--- config.mk ---
export PLATFORM = sky130hd
export DESIGN_NAME = multiplier_unit
export DESIGN_NICKNAME = d
export VERILOG_FILES = /design/src/common/blimp_pkg.sv /design/src/source/multiplier_unit.sv
export VERILOG_INCLUDE_DIRS = /design/src /design/src/common
export SDC_FILE = /design/constraint.sdc
export NUM_CORES = 1
export LEC_CHECK = 0
export ABC_AREA = 1
export BUFFER_PORTS_ARGS = -buffer_cell sky130_fd_sc_hd__buf_4
export CAP_MARGIN = 20
export CORE_MARGIN = 3
export CORE_UTILIZATION = 45
export CTS_BUF_LIST = sky130_fd_sc_hd__clkbuf_4 sky130_fd_sc_hd__clkbuf_8 sky130_fd_sc_hd__clkbuf_16
export CTS_CLUSTER_SIZE = 20
export DETAILED_ROUTE_END_ITERATION = 10
export PLACE_DENSITY = 0.67
export SETUP_SLACK_MARGIN = 0.5
export SLEW_MARGIN = 40
export SYNTH_ARGS = -nofsm -noshare
export SYNTH_HDL_FRONTEND = slang
export SYNTH_SLANG_ARGS = --single-unit
--- constraint.sdc ---
create_clock -name clk -period 7.8 [get_ports clk]
set_input_delay 1.17 -clock clk [delete_from_list [all_inputs] [get_ports clk]]
set_output_delay 1.17 -clock clk [all_outputs]
set_load 0.02 [all_outputs]
--- src/common/blimp_settings.svh ---
// --------------------
// Global sizing macros for the blimp core
// Datapath width, register count, reorder depth, reset PC
// --------------------
`ifndef BLIMP_SETTINGS_SVH
`define BLIMP_SETTINGS_SVH

// Data and address width
`define BLIMP_XLEN 32
// Architectural registers, x0 hardwired to zero
`define BLIMP_NUM_REGS 32
`define BLIMP_REG_ADDR_BITS 5
// Sequence number width, sets reorder slots and in-flight limit
`define BLIMP_SEQ_NUM_BITS 5
// First fetch address
`define BLIMP_RESET_PC 32'h200

`endif
--- src/common/blimp_pkg.sv ---
// --------------------
// Shared types for the blimp core
// ALU operation encoding, issue and result payloads
// --------------------
`include "blimp_settings.svh"

package blimp_pkg;

  // ALU operation select
  typedef enum logic [2:0] {
    op_add,
    op_sub,
    op_and,
    op_or,
    op_xor,
    op_slt,
    op_nop
  } alu_op_t;

  // Decode to execute pipe
  typedef struct packed {
    logic [`BLIMP_SEQ_NUM_BITS-1:0]  seq_num;
    logic [`BLIMP_XLEN-1:0]          pc;
    alu_op_t                         op;
    logic [`BLIMP_XLEN-1:0]          op_a;
    logic [`BLIMP_XLEN-1:0]          op_b;
    logic [`BLIMP_REG_ADDR_BITS-1:0] waddr;
    logic                            wen;
  } issue_t;

  // Execute pipe to commit
  typedef struct packed {
    logic [`BLIMP_SEQ_NUM_BITS-1:0]  seq_num;
    logic [`BLIMP_XLEN-1:0]          pc;
    logic [`BLIMP_REG_ADDR_BITS-1:0] waddr;
    logic [`BLIMP_XLEN-1:0]          wdata;
    logic                            wen;
  } result_t;

endpackage

--- src/source/multiplier_unit.sv ---
// --------------------
// Three-stage multiplier pipe
// Low 32 bits of the product
// --------------------
`timescale 1ns/1ps
`include "blimp_settings.svh"

module multiplier_unit (
  input  logic                clk,
  input  logic                rst,
  input  logic                issue_val,
  input  blimp_pkg::issue_t   issue,
  output logic                result_val,
  output blimp_pkg::result_t  result
);

  import blimp_pkg::*;

  // Stage 1 captured operands
  logic                   s1_val;
  issue_t                 s1;
  // Stage 2 tags with the low partial product in wdata
  logic                   s2_val;
  result_t                s2_meta;
  logic [15:0]            s2_hi;

  // --------------------
  // Valid chain
  // --------------------
  always_ff @(posedge clk) begin
    if (rst) begin
      s1_val     <= 1'b0;
      s2_val     <= 1'b0;
      result_val <= 1'b0;
    end else begin
      s1_val     <= issue_val;
      s2_val     <= s1_val;
      result_val <= s2_val;
    end
  end

  always_ff @(posedge clk) begin
    s1 <= issue;
    // Full a * b[15:0] term and a 16-bit upper half term
    s2_meta.seq_num <= s1.seq_num;
    s2_meta.pc      <= s1.pc;
    s2_meta.waddr   <= s1.waddr;
    s2_meta.wdata   <= s1.op_a * s1.op_b[15:0];
    s2_meta.wen     <= s1.wen;
    s2_hi           <= s1.op_a[15:0] * s1.op_b[31:16];
    // Final sum and result
    result       <= s2_meta;
    result.wdata <= s2_meta.wdata + {s2_hi, 16'b0};
  end

endmodule

# [After elaboration in Yosys (flattened, before gate mapping)]
# Cells that the tools add are included.
# W data, S select, Z words.
[word_totals] register_bits=276 output_inout_bits=76 elab_cells=23
[op_classes] add_sub_neg=1 mul=2
[ops] operator="$add A32 B32 Y32" n=1
[ops] operator="$mul A32 B16 Y32" n=1
[ops] operator="$mul A16 B16 Y16" n=1

# [Depth between registers and ports, before layout]
# Gate-level depths: netlist of the first run.
[depth] depth_word=1 mapped_depth=28 ltp_nobuf=26

# [Least setup slack after synthesis of the first run]
# No wires, ideal clock.
[synth_path] path_type="reg-to-reg" startpoint="register s1[8] in the netlist's numbering" endpoint="register s2_meta[26] in the netlist's numbering" setup_time_ns=0.120 arrival_time_ns=5.307 t_required_ns=7.680 setup_slack_ns=2.374 stages_incl_launch_ff=24 path_buffers=2 period_less_slack_ns=5.426 path_cell_list="dfxtp_1 clkbuf_1 buf_1 nand2_1 fa_1 fa_1 fa_1 inv_1 fa_1 fa_1 inv_1 fa_1 inv_1 ha_1 a21o_1 nand2_1 nand2_1 a21oi_1 nand3_2 nand2_2 nand2_2 nand2_1 nand2_1 xor2_1"
[synth_via] elab_chain_cells=1
[synth_rtl] element="from (decl)" line_no="multiplier_unit.sv:21" rtl="issue_t s1;"
[synth_rtl] element="from (signal assigned)" line_no="multiplier_unit.sv:43" rtl="s1 <= issue;"
[synth_rtl] element="$mul A32 B16 Y32" line_no="multiplier_unit.sv:48" rtl="s2_meta.wdata <= s1.op_a * s1.op_b[15:0];"
[synth_rtl] element="to (decl)" line_no="multiplier_unit.sv:24" rtl="result_t s2_meta;"
# Every way passes these cells.
# A chain may end at the register's enable or synchronous reset.

# [Worst setup path after layout of the first run]
[layout_path] startpoint="register s1[8] in the netlist's numbering" endpoint="register s2_meta[31] in the netlist's numbering"
# Same word-level chain as after synthesis.

==> flow_summary_export.csv, run 1 <==
group,metric,value,unit
synth,synth_edf_count,0,
job,maxCapViolations,0,
timing,setup_ws,1.69,ns
synth,yosysMostFrequentCell,"inv_1",
setup_path,cp-end-kind,"flop",
place,dp_hpwl,41900,um
grt,grt_pass1_vias,17910,
place,numPortBuffers,185,
timing,worst_pin_slew,0.859,ns
cts,cts_resized,0,
setup_path,crit_chain,"buf_4 -> nand2_1 -> fa_1 -> inv_1 -> fa_1 -> inv_1 -> fa_1 -> inv_1 -> fa_1 -> fa_1 -> inv_1 -> fa_1 -> inv_1 -> ha_1 -> nand2_1 -> nor3_1 -> nand4_1 -> nor4_1 -> nand2_1 -> nand3_1 -> nand2_1",
setup_path,crit_arrival,6.58,ns
synth,syn_avg_cell_area,8.56,um^2
cts,cts_root_buf,"clkbuf_16",
routing,wl_per_cell,15.4,um
floorplanning,die_width,231,um
synth,ys_seq_area_frac,0.244,
setup_path,critPathLaunchType,"flop",
cts,htreeDepth,1,
cts,cts_buffer_depth,3,
setup_path,cpPeakStageDelay,0.74,ns
synth,synth_area,22700,um^2
synth,synth_largest_area_cell,"fa_1",
synth,yosysTopAreaCellShare,0.340,
synth,synthFlopType,"dfxtp_1",
cts,post_cts_buffers,0,
final_layout,final_nets,3416,
floorplanning,start_util,0.460,
synth,syn_nets,3276,
setup_path,worst_path_most_repeated_cell,"fa_1",
setup_path,critPathKind,"reg2reg",
hold_path,worstHoldPathCells,0,
routing,drtIter0Drc,1024,
place,globalplace.congestion,0.883,
floorplanning,ioPinCount,189,
floorplanning,rows,81,
timing,relSlewSlack,0.427,
final_layout,drive_above_1_share,0.111,
synth,yosys_warnings,0,
routing,wirelength,53700,um
timing,fin_setup_tns,0,ns
cts,clk_pin_slew_worst_paths,0.06,ns
timing,drv_slew,0,
routing,viasPerCell,4.75,
grt,grt.total_usage,0.207,
grt,grt_overflow_total,0,
cts,clk_latency,0.60,ns
timing,finalCriticalPeriod,6.11,ns
cts,cts.sinks,276,
routing,drt-pass1-iter-count,5,
setup_path,cp.depth,21,
synth,netlist_top_cells_count,"738 x inv_1, 699 x nand2_1, 385 x fa_1, 276 x dfxtp_1, 129 x ha_1",
floorplanning,die_area,53100,um^2
routing,vias,16530,
status,status,"complete, no violations",
floorplanning,die_h,231,um
synth,synth.area.top_cells,"fa_1 34%, dfxtp_1 24%, inv_1 12%",
timing,finClkSkew,0.0277,ns
setup_path,path_max_fanout,19,
setup_path,worstPathBufferInverterCount,6,
timing,hold_viol_final,0,
setup_path,ff2ff_path_depth,21,
place,dp_slack,1.69,ns
hold_path,hold_class,"reg2reg",
cts,cts_made_buffers,30,
routing,drc,0,
setup_path,worst_ep_required_time,8.28,ns
final_layout,syn_to_final_growth,13.7,%
timing,rsz0062_at_grt,"no",
grt,antenna_found_initial,0,
cts,cts_tree,"done",
routing,ant_nets,0,
grt,grt_max_degree,34,
setup_path,crit_family,"adder cells",
grt,grt_pass1_wl,89100,um
synth,synth_seq_cells,276,
cts,hold_buffers,0,
setup_path,cpMaxStageDelayCell,"dfxtp_1",
timing,post-route-period-util,0.783,
timing,setup_viol,0,
floorplanning,coreArea,49400,um^2
synth,ys_async_sr_fraction,0,
timing,max_freq,0.164,GHz
final_layout,diodes,0,
synth,syn_inst,2649,
synth,ys_types,45,
-- kinds of logic after synthesis --
kind of cell	count (synthesis)	synth area share
adder cells (fa/ha/maj)	514	0.411
AO/OA/AOI/OAI	118	0.0313
XOR/XNOR	71	0.0277
flip-flops	276	0.244
AND/OR/NAND/NOR	829	0.145
buffers and inverters	841	0.142
-- stage by stage --
step	hold WS, ns	util	instances	cell area [um^2]
6_report	0.324	0.523	3477	25800
5_1_grt	0.325	0.523	3477	25800
3_5_place_dp	0.312	0.500	3421	24700
3_3_place_gp	0.310	0.500	3421	24700
4_1_cts	0.326	0.523	3477	25800
2_1_floorplan	0.310	-	2649	22700
-- sequential cells by signal, indices dropped and copies added, names as in the netlist --
register / cells
result_val: 1
s1_val: 1
s2_hi: 16
s1: 107
s2_val: 1
result: 75
s2_meta: 75
-- area by class of cell --
cell class	count	area (um^2)
Clock buffer	37	835
Clock inverter	19	283
Fill cell	4515	23600
Inverter	738	2770
Multi-Input combinational cell	1532	13900
Sequential cell	276	5550
Tap cell	664	831
Timing Repair Buffer	211	1580
-- per-layer routing --
| metal | routed length, um | up-vias | GRT usage |
|---|---|---|---|
| li1 | - | 7794 | - |
| met1 | 22200 | 8053 | 0.266 |
| met2 | 25700 | 558 | 0.354 |
| met3 | 3830 | 125 | 0.0360 |
| met4 | 1970 | 0 | 0.0725 |
| met5 | 0 | - | 0 |
-- cell usage in the layout, fill, tap and decap left out, drive strengths merged --
cell type	netlist	layout
inv	738	743
a21o	11	11
xor2	49	49
nor4	2	2
nor3	6	6
nand2	709	709
a21oi	60	60
clkinvlp	0	4
nand4	7	7
o21bai	4	4
o2111ai	1	1
o211ai	3	3
clkbuf	71	37
and3	1	1
o21a	1	1
dfxtp	276	276
nand3b	5	5
o221a	1	1
xnor2	22	22
nand2b	1	1
clkinv	0	5
a31oi	5	5
bufinv	0	5
or2	1	1
nand3	55	55
o21ai	26	26
buf	32	211
ha	129	129
nor2	42	42
a21boi	2	2
fa	385	385
a211oi	1	1
o31ai	3	3
-- worst reg2reg max path: stages (launching register included) --
cell and delay [ns]:
dfxtp_1 0.74, buf_4 0.39, nand2_1 0.12, fa_1 0.53, inv_1 0.05, fa_1 0.52
inv_1 0.06, fa_1 0.51, inv_1 0.06, fa_1 0.50, fa_1 0.49, inv_1 0.05
fa_1 0.47, inv_1 0.08, ha_1 0.39, nand2_1 0.16, nor3_1 0.23, nand4_1 0.18
nor4_1 0.20, nand2_1 0.11, nand3_1 0.09, nand2_1 0.05
-- final timing paths --
check | slack (ns) | startpoint | endpoint
worst min register to register | 0.32 | s1[85] | s2_meta[50]
worst max register to register | 1.69 | s1[8] | s2_meta[31]
worst max-delay path | 1.69 | s1[8] | s2_meta[31]
worst min-delay path | 0.32 | s1[85] | s2_meta[50]
Power of run 1 is left out: the tool's default activity adds up to more than one toggle a clock period on the data nets, which glitch-free logic cannot reach.
==> inputs of run 2 (changes only) <==
--- a/config.mk
+++ b/config.mk
@@ -14,7 +14,7 @@
 export CTS_BUF_LIST = sky130_fd_sc_hd__clkbuf_4 sky130_fd_sc_hd__clkbuf_8 sky130_fd_sc_hd__clkbuf_16
 export CTS_CLUSTER_SIZE = 20
 export DETAILED_ROUTE_END_ITERATION = 10
-export PLACE_DENSITY = 0.67
+export PLACE_DENSITY = 0.69
 export SETUP_SLACK_MARGIN = 0.5
 export SLEW_MARGIN = 40
 export SYNTH_ARGS = -nofsm -noshare
==> constraint.sdc (replaced) <==
create_clock -name clk -period 5.5 [get_ports clk]
set_input_delay 0.825 -clock clk [delete_from_list [all_inputs] [get_ports clk]]
set_output_delay 0.825 -clock clk [all_outputs]
set_load 0.02 [all_outputs]
==> flow_summary_export.csv, run 2 (same netlist as run 1, synthesis figures left out) <==
group,metric,value,unit
timing,relSlewSlack,0.496,
timing,fin_setup_tns,0,ns
final_layout,largest_register,"s1",
timing,finClkSkew,0.0117,ns
cts,clk_latency,0.58,ns
grt,grt.total_usage,0.218,
setup_path,worstPathBufferInverterCount,5,
floorplanning,die_h,231,um
floorplanning,ioPinCount,189,
grt,grt_max_degree,33,
grt,grt_pass1_vias,18925,
setup_path,worst_ep_required_time,5.97,ns
setup_path,crit_arrival,5.88,ns
setup_path,critPathLaunchType,"flop",
job,maxCapViolations,0,
routing,vias,17692,
floorplanning,rows,81,
routing,viasPerCell,4.82,
timing,max_freq,0.185,GHz
final_layout,seq_area,5630,um^2
final_layout,drive_above_1_share,0.234,
floorplanning,die_width,231,um
floorplanning,coreArea,49400,um^2
floorplanning,die_area,53100,um^2
setup_path,critPathKind,"reg2reg",
hold_path,hold_class,"reg2reg",
timing,setup_viol,0,
place,dp_hpwl,44100,um
final_layout,fill_cells,4181,
setup_path,cpPeakStageDelay,0.58,ns
routing,drt-pass1-iter-count,5,
routing,ant_nets,0,
final_layout,diodes,0,
setup_path,path_max_fanout,23,
cts,cts.sinks,276,
grt,antenna_found_initial,0,
final_layout,final_nets,3609,
final_layout,reg.largest.list,"s1 x107, result x75, s2_meta x75",
timing,rsz0062_at_grt,"yes",
setup_path,crit_family,"adder cells",
timing,hold_viol_final,0,
floorplanning,start_util,0.460,
setup_path,regToRegStartpoint,"s1[15]",
final_layout,largest_reg_flops,107,
setup_path,cp-end-kind,"flop",
setup_path,cpMaxStageDelayCell,"fa_1",
final_layout,multi_input_area,14800,um^2
timing,drv_slew,0,
grt,grt_pass1_wl,92900,um
cts,cts_buffer_depth,3,
cts,cts_made_buffers,30,
cts,clk_pin_slew_worst_paths,0.07,ns
routing,drc,0,
timing,holdWs,0.317,ns
timing,post-route-period-util,0.983,
hold_path,min_from,"s2_meta[37]",
final_layout,instances_no_fill,3669,
routing,wl_per_cell,16.2,um
final_layout,layout_common_cells,"688 x inv_1, 665 x nand2_1, 369 x fa_1, 340 x buf_4, 239 x dfxtp_1",
place,globalplace.congestion,0.896,
final_layout,syn_to_final_growth,26.7,%
timing,finalCriticalPeriod,5.41,ns
setup_path,crit_chain,"buf_12 -> nand2_1 -> fa_1 -> inv_1 -> fa_1 -> fa_1 -> fa_1 -> fa_1 -> inv_1 -> fa_1 -> inv_2 -> ha_4 -> buf_4 -> a21oi_4 -> o21ai_2 -> a21oi_4 -> nand3_4 -> nand2_2 -> nand2_2 -> nand2_1 -> nand2_1 -> xor2_1",
final_layout,layout_commonest_cell,"inv_1",
cts,htreeDepth,1,
place,numPortBuffers,185,
timing,worst_pin_slew,0.754,ns
cts,cts_root_buf,"clkbuf_16",
setup_path,worst_path_most_repeated_cell,"fa_1",
setup_path,startpoint,"s1[15]",
routing,drtIter0Drc,1128,
place,dp.cells,3543,
cts,hold_buffers,0,
cts,cts_tree,"done",
routing,wirelength,59500,um
status,status,"complete, no violations",
grt,grt_overflow_total,0,
-- run 2: cell types whose count changed in the layout (fill, tap and decap cells not counted), sizes merged --
cell	change
clkinv	+6
inv	-2
clkinvlp	-4
bufbuf	+1
buf	+187
clkbuf	+8
bufinv	-4
-- run 2: final cells by class --
class                      count  share of cell area
sequential                   276               0.196
tap                          664              0.0289
inverter                     738              0.0964
timing repair buffer         404               0.127
multi-input combinational   1532               0.516
clock buffer                  40              0.0303
clock inverter                15             0.00549
-- run 2: path summary, 6_finish.rpt --
| check | to | slack (ns) | depth (start not counted) |
|---|---|---|---|
| max | s2_meta[26] | 0.09 | 22 |
| min | result[37] | 0.32 | 0 |
| max reg2reg | s2_meta[26] | 0.09 | 22 |
| min reg2reg | result[37] | 0.32 | 0 |
-- run 2: routing by layer --
metal | routed length [um] | part of all wire | global-route usage | up-vias
met1 | 22800 | 0.38 | 0.271 | 8648
li1 | - | - | - | 8181
met2 | 29500 | 0.50 | 0.377 | 698
met5 | 0 | 0 | 0 | -
met3 | 4930 | 0.083 | 0.0438 | 165
met4 | 2210 | 0.037 | 0.0789 | 0
-- run 2: worst reg2reg max path: cells and delay by family (launching register included) --
family | cells | cell delay (ns)
AO/OA/AOI/OAI | 3 | 0.43
XOR/XNOR | 1 | 0.16
AND/OR/NAND/NOR | 6 | 0.48
adder cells (fa/ha/maj) | 7 | 3.36
buffers and inverters | 5 | 0.51
flip-flops | 1 | 0.35
-- run 2: stage by stage --
step | cell area (um^2) | utilization | setup slack, ns
after floorplan | 23100 | - | 0.492
after global placement | 26000 | 0.527 | -0.0765
after detailed placement | 26000 | 0.527 | -0.152
after CTS | 27700 | 0.562 | 0.183
after global routing | 28700 | 0.582 | -0.0710
final | 28700 | 0.582 | 0.0930
-- run 2: what timing repair did --
action                                  in CTS  in global routing
cloned                                       4                  5
pin swaps                                   21                 89
buffers inserted                            26                 36
resized for setup                          112                179
endpoints found under the setup margin      26                 24
Power of run 2 is left out for the same reason.
==> inputs of run 3 (changes only) <==
--- a/config.mk
+++ b/config.mk
@@ -9,7 +9,6 @@
 export ABC_AREA = 1
 export BUFFER_PORTS_ARGS = -buffer_cell sky130_fd_sc_hd__buf_4
 export CAP_MARGIN = 20
-export CORE_MARGIN = 3
 export CORE_UTILIZATION = 45
 export CTS_BUF_LIST = sky130_fd_sc_hd__clkbuf_4 sky130_fd_sc_hd__clkbuf_8 sky130_fd_sc_hd__clkbuf_16
 export CTS_CLUSTER_SIZE = 20
==> flow_summary_export.csv, run 3 (same netlist as run 1, synthesis figures left out) <==
group,metric,value,unit
status,status,"complete, no violations",
final_layout,reg.largest.list,"s1 x107, result x75, s2_meta x75",
grt,grt.total_usage,0.235,
setup_path,crit_family,"adder cells",
timing,finClkSkew,0.0285,ns
setup_path,critPathLaunchType,"flop",
setup_path,worst_path_most_repeated_cell,"fa_1",
floorplanning,start_util,0.460,
routing,drt-pass1-iter-count,6,
place,dp_slack,-0.159,ns
setup_path,cp-end-kind,"flop",
final_layout,diodes,0,
routing,drtIter0Drc,1395,
timing,relSlewSlack,0.470,
final_layout,layout_commonest_cell,"inv_1",
timing,rsz0062_at_grt,"yes",
routing,drc,0,
job,maxCapViolations,0,
timing,setup_ws,0.126,ns
routing,top_layer,"met5",
cts,hold_buffers,0,
floorplanning,coreArea,49400,um^2
final_layout,largest_register,"s1",
cts,cts_tree,"done",
place,numPortBuffers,185,
timing,hold_viol_final,0,
timing,post-route-period-util,0.977,
place,globalplace.congestion,0.941,
grt,grt_overflow_total,0,
floorplanning,rows,81,
timing,holdWs,0.315,ns
setup_path,cpPeakStageDelay,0.58,ns
floorplanning,die_width,227,um
grt,grt_max_degree,33,
place,dp_hpwl,43600,um
final_layout,final_nets,3622,
routing,dr_wl_met2,29500,um
setup_path,crit_arrival,5.85,ns
timing,worst_pin_slew,0.794,ns
floorplanning,ioPinCount,189,
final_layout,fin_util,0.589,
cts,cts_made_buffers,31,
hold_path,hold_class,"in2reg",
final_layout,syn_to_final_growth,28.2,%
cts,cts.sinks,276,
grt,grt_pass1_wl,94400,um
routing,met1Wirelength,22800,um
timing,drv_slew,0,
timing,setup_viol,0,
routing,wirelength,60700,um
setup_path,worst_ep_required_time,5.98,ns
grt,grt_pass1_vias,18978,
routing,viasPerCell,4.85,
setup_path,worstPathBufferInverterCount,8,
final_layout,largest_reg_flops,107,
setup_path,crit_chain,"buf_4 -> buf_12 -> buf_4 -> nand2_1 -> fa_1 -> inv_1 -> fa_1 -> fa_1 -> fa_1 -> fa_1 -> inv_1 -> fa_1 -> inv_2 -> ha_4 -> nand2_2 -> inv_2 -> nand4_1 -> buf_4 -> o221a_4 -> nand3_1 -> nand2_1",
cts,cts_root_buf,"clkbuf_16",
setup_path,critPathKind,"reg2reg",
timing,max_freq,0.186,GHz
cts,cts_buffer_depth,3,
routing,dr_wl_met3,5180,um
routing,ant_nets,0,
routing,vias,17883,
setup_path,path_max_fanout,6,
floorplanning,die_h,227,um
final_layout,layout_common_cells,"680 x inv_1, 653 x nand2_1, 361 x fa_1, 345 x buf_4, 240 x dfxtp_1",
grt,antenna_found_initial,0,
cts,clk_pin_slew_worst_paths,0.08,ns
setup_path,cpMaxStageDelayCell,"fa_1",
floorplanning,die_area,51300,um^2
final_layout,drive_above_1_share,0.247,
cts,htreeDepth,1,
cts,clk_latency,0.61,ns
timing,finalCriticalPeriod,5.37,ns
routing,wl_per_cell,16.5,um
run 3: worst paths after layout:
path / from / end / slack, ns / cells after the start
setup reg to reg: s1[16] / s2_meta[31] / 0.13 / 21
hold reg to reg: s2_meta[15] / result[15] / 0.32 / 0
hold / removal: issue[55] / s1[55] / 0.31 / 1
setup / recovery: s1[16] / s2_meta[31] / 0.13 / 21
run 3: through the flow:
step	TNS, ns	area, um^2	cells
after floorplan	0	23100	2649
after global placement	-0.144	26000	3542
after detailed placement	-0.879	26000	3542
after CTS	0	28500	3668
after global routing	-0.128	29100	3684
final	0	29100	3684
run 3: worst reg2reg max path, cell delays in order, from the launching register on:
cell     delay [ns]
dfxtp_4        0.42
buf_4          0.15
buf_12         0.09
buf_4          0.15
nand2_1        0.09
fa_1           0.54
inv_1          0.06
fa_1           0.48
fa_1           0.58
fa_1           0.44
fa_1           0.49
inv_1          0.05
fa_1           0.50
inv_2          0.07
ha_4           0.31
nand2_2        0.08
inv_2          0.08
nand4_1        0.16
buf_4          0.18
o221a_4        0.23
nand3_1        0.07
nand2_1        0.05
run 3: metal layers:
layer | up-vias | GRT usage
li1 | 8224 | -
met1 | 8599 | 0.290
met2 | 838 | 0.396
met3 | 220 | 0.0463
met4 | 2 | 0.107
met5 | - | 0
run 3: what timing repair did:
action	4_1_cts	5_1_grt
buffers inserted	58	12
pin swaps	85	73
gates resized for setup	179	149
gates cloned	10	4
setup endpoints to repair	24	26
run 3: layout make-up:
type                       count  area (um^2)
fill                        4104        20300
multi-input combinational   1532        14900
sequential                   276         5630
timing repair buffer         416         3890
inverter                     738         2770
clock buffer                  38          847
tap                          664          831
clock inverter                20          200
Power of run 3 is left out for the same reason.
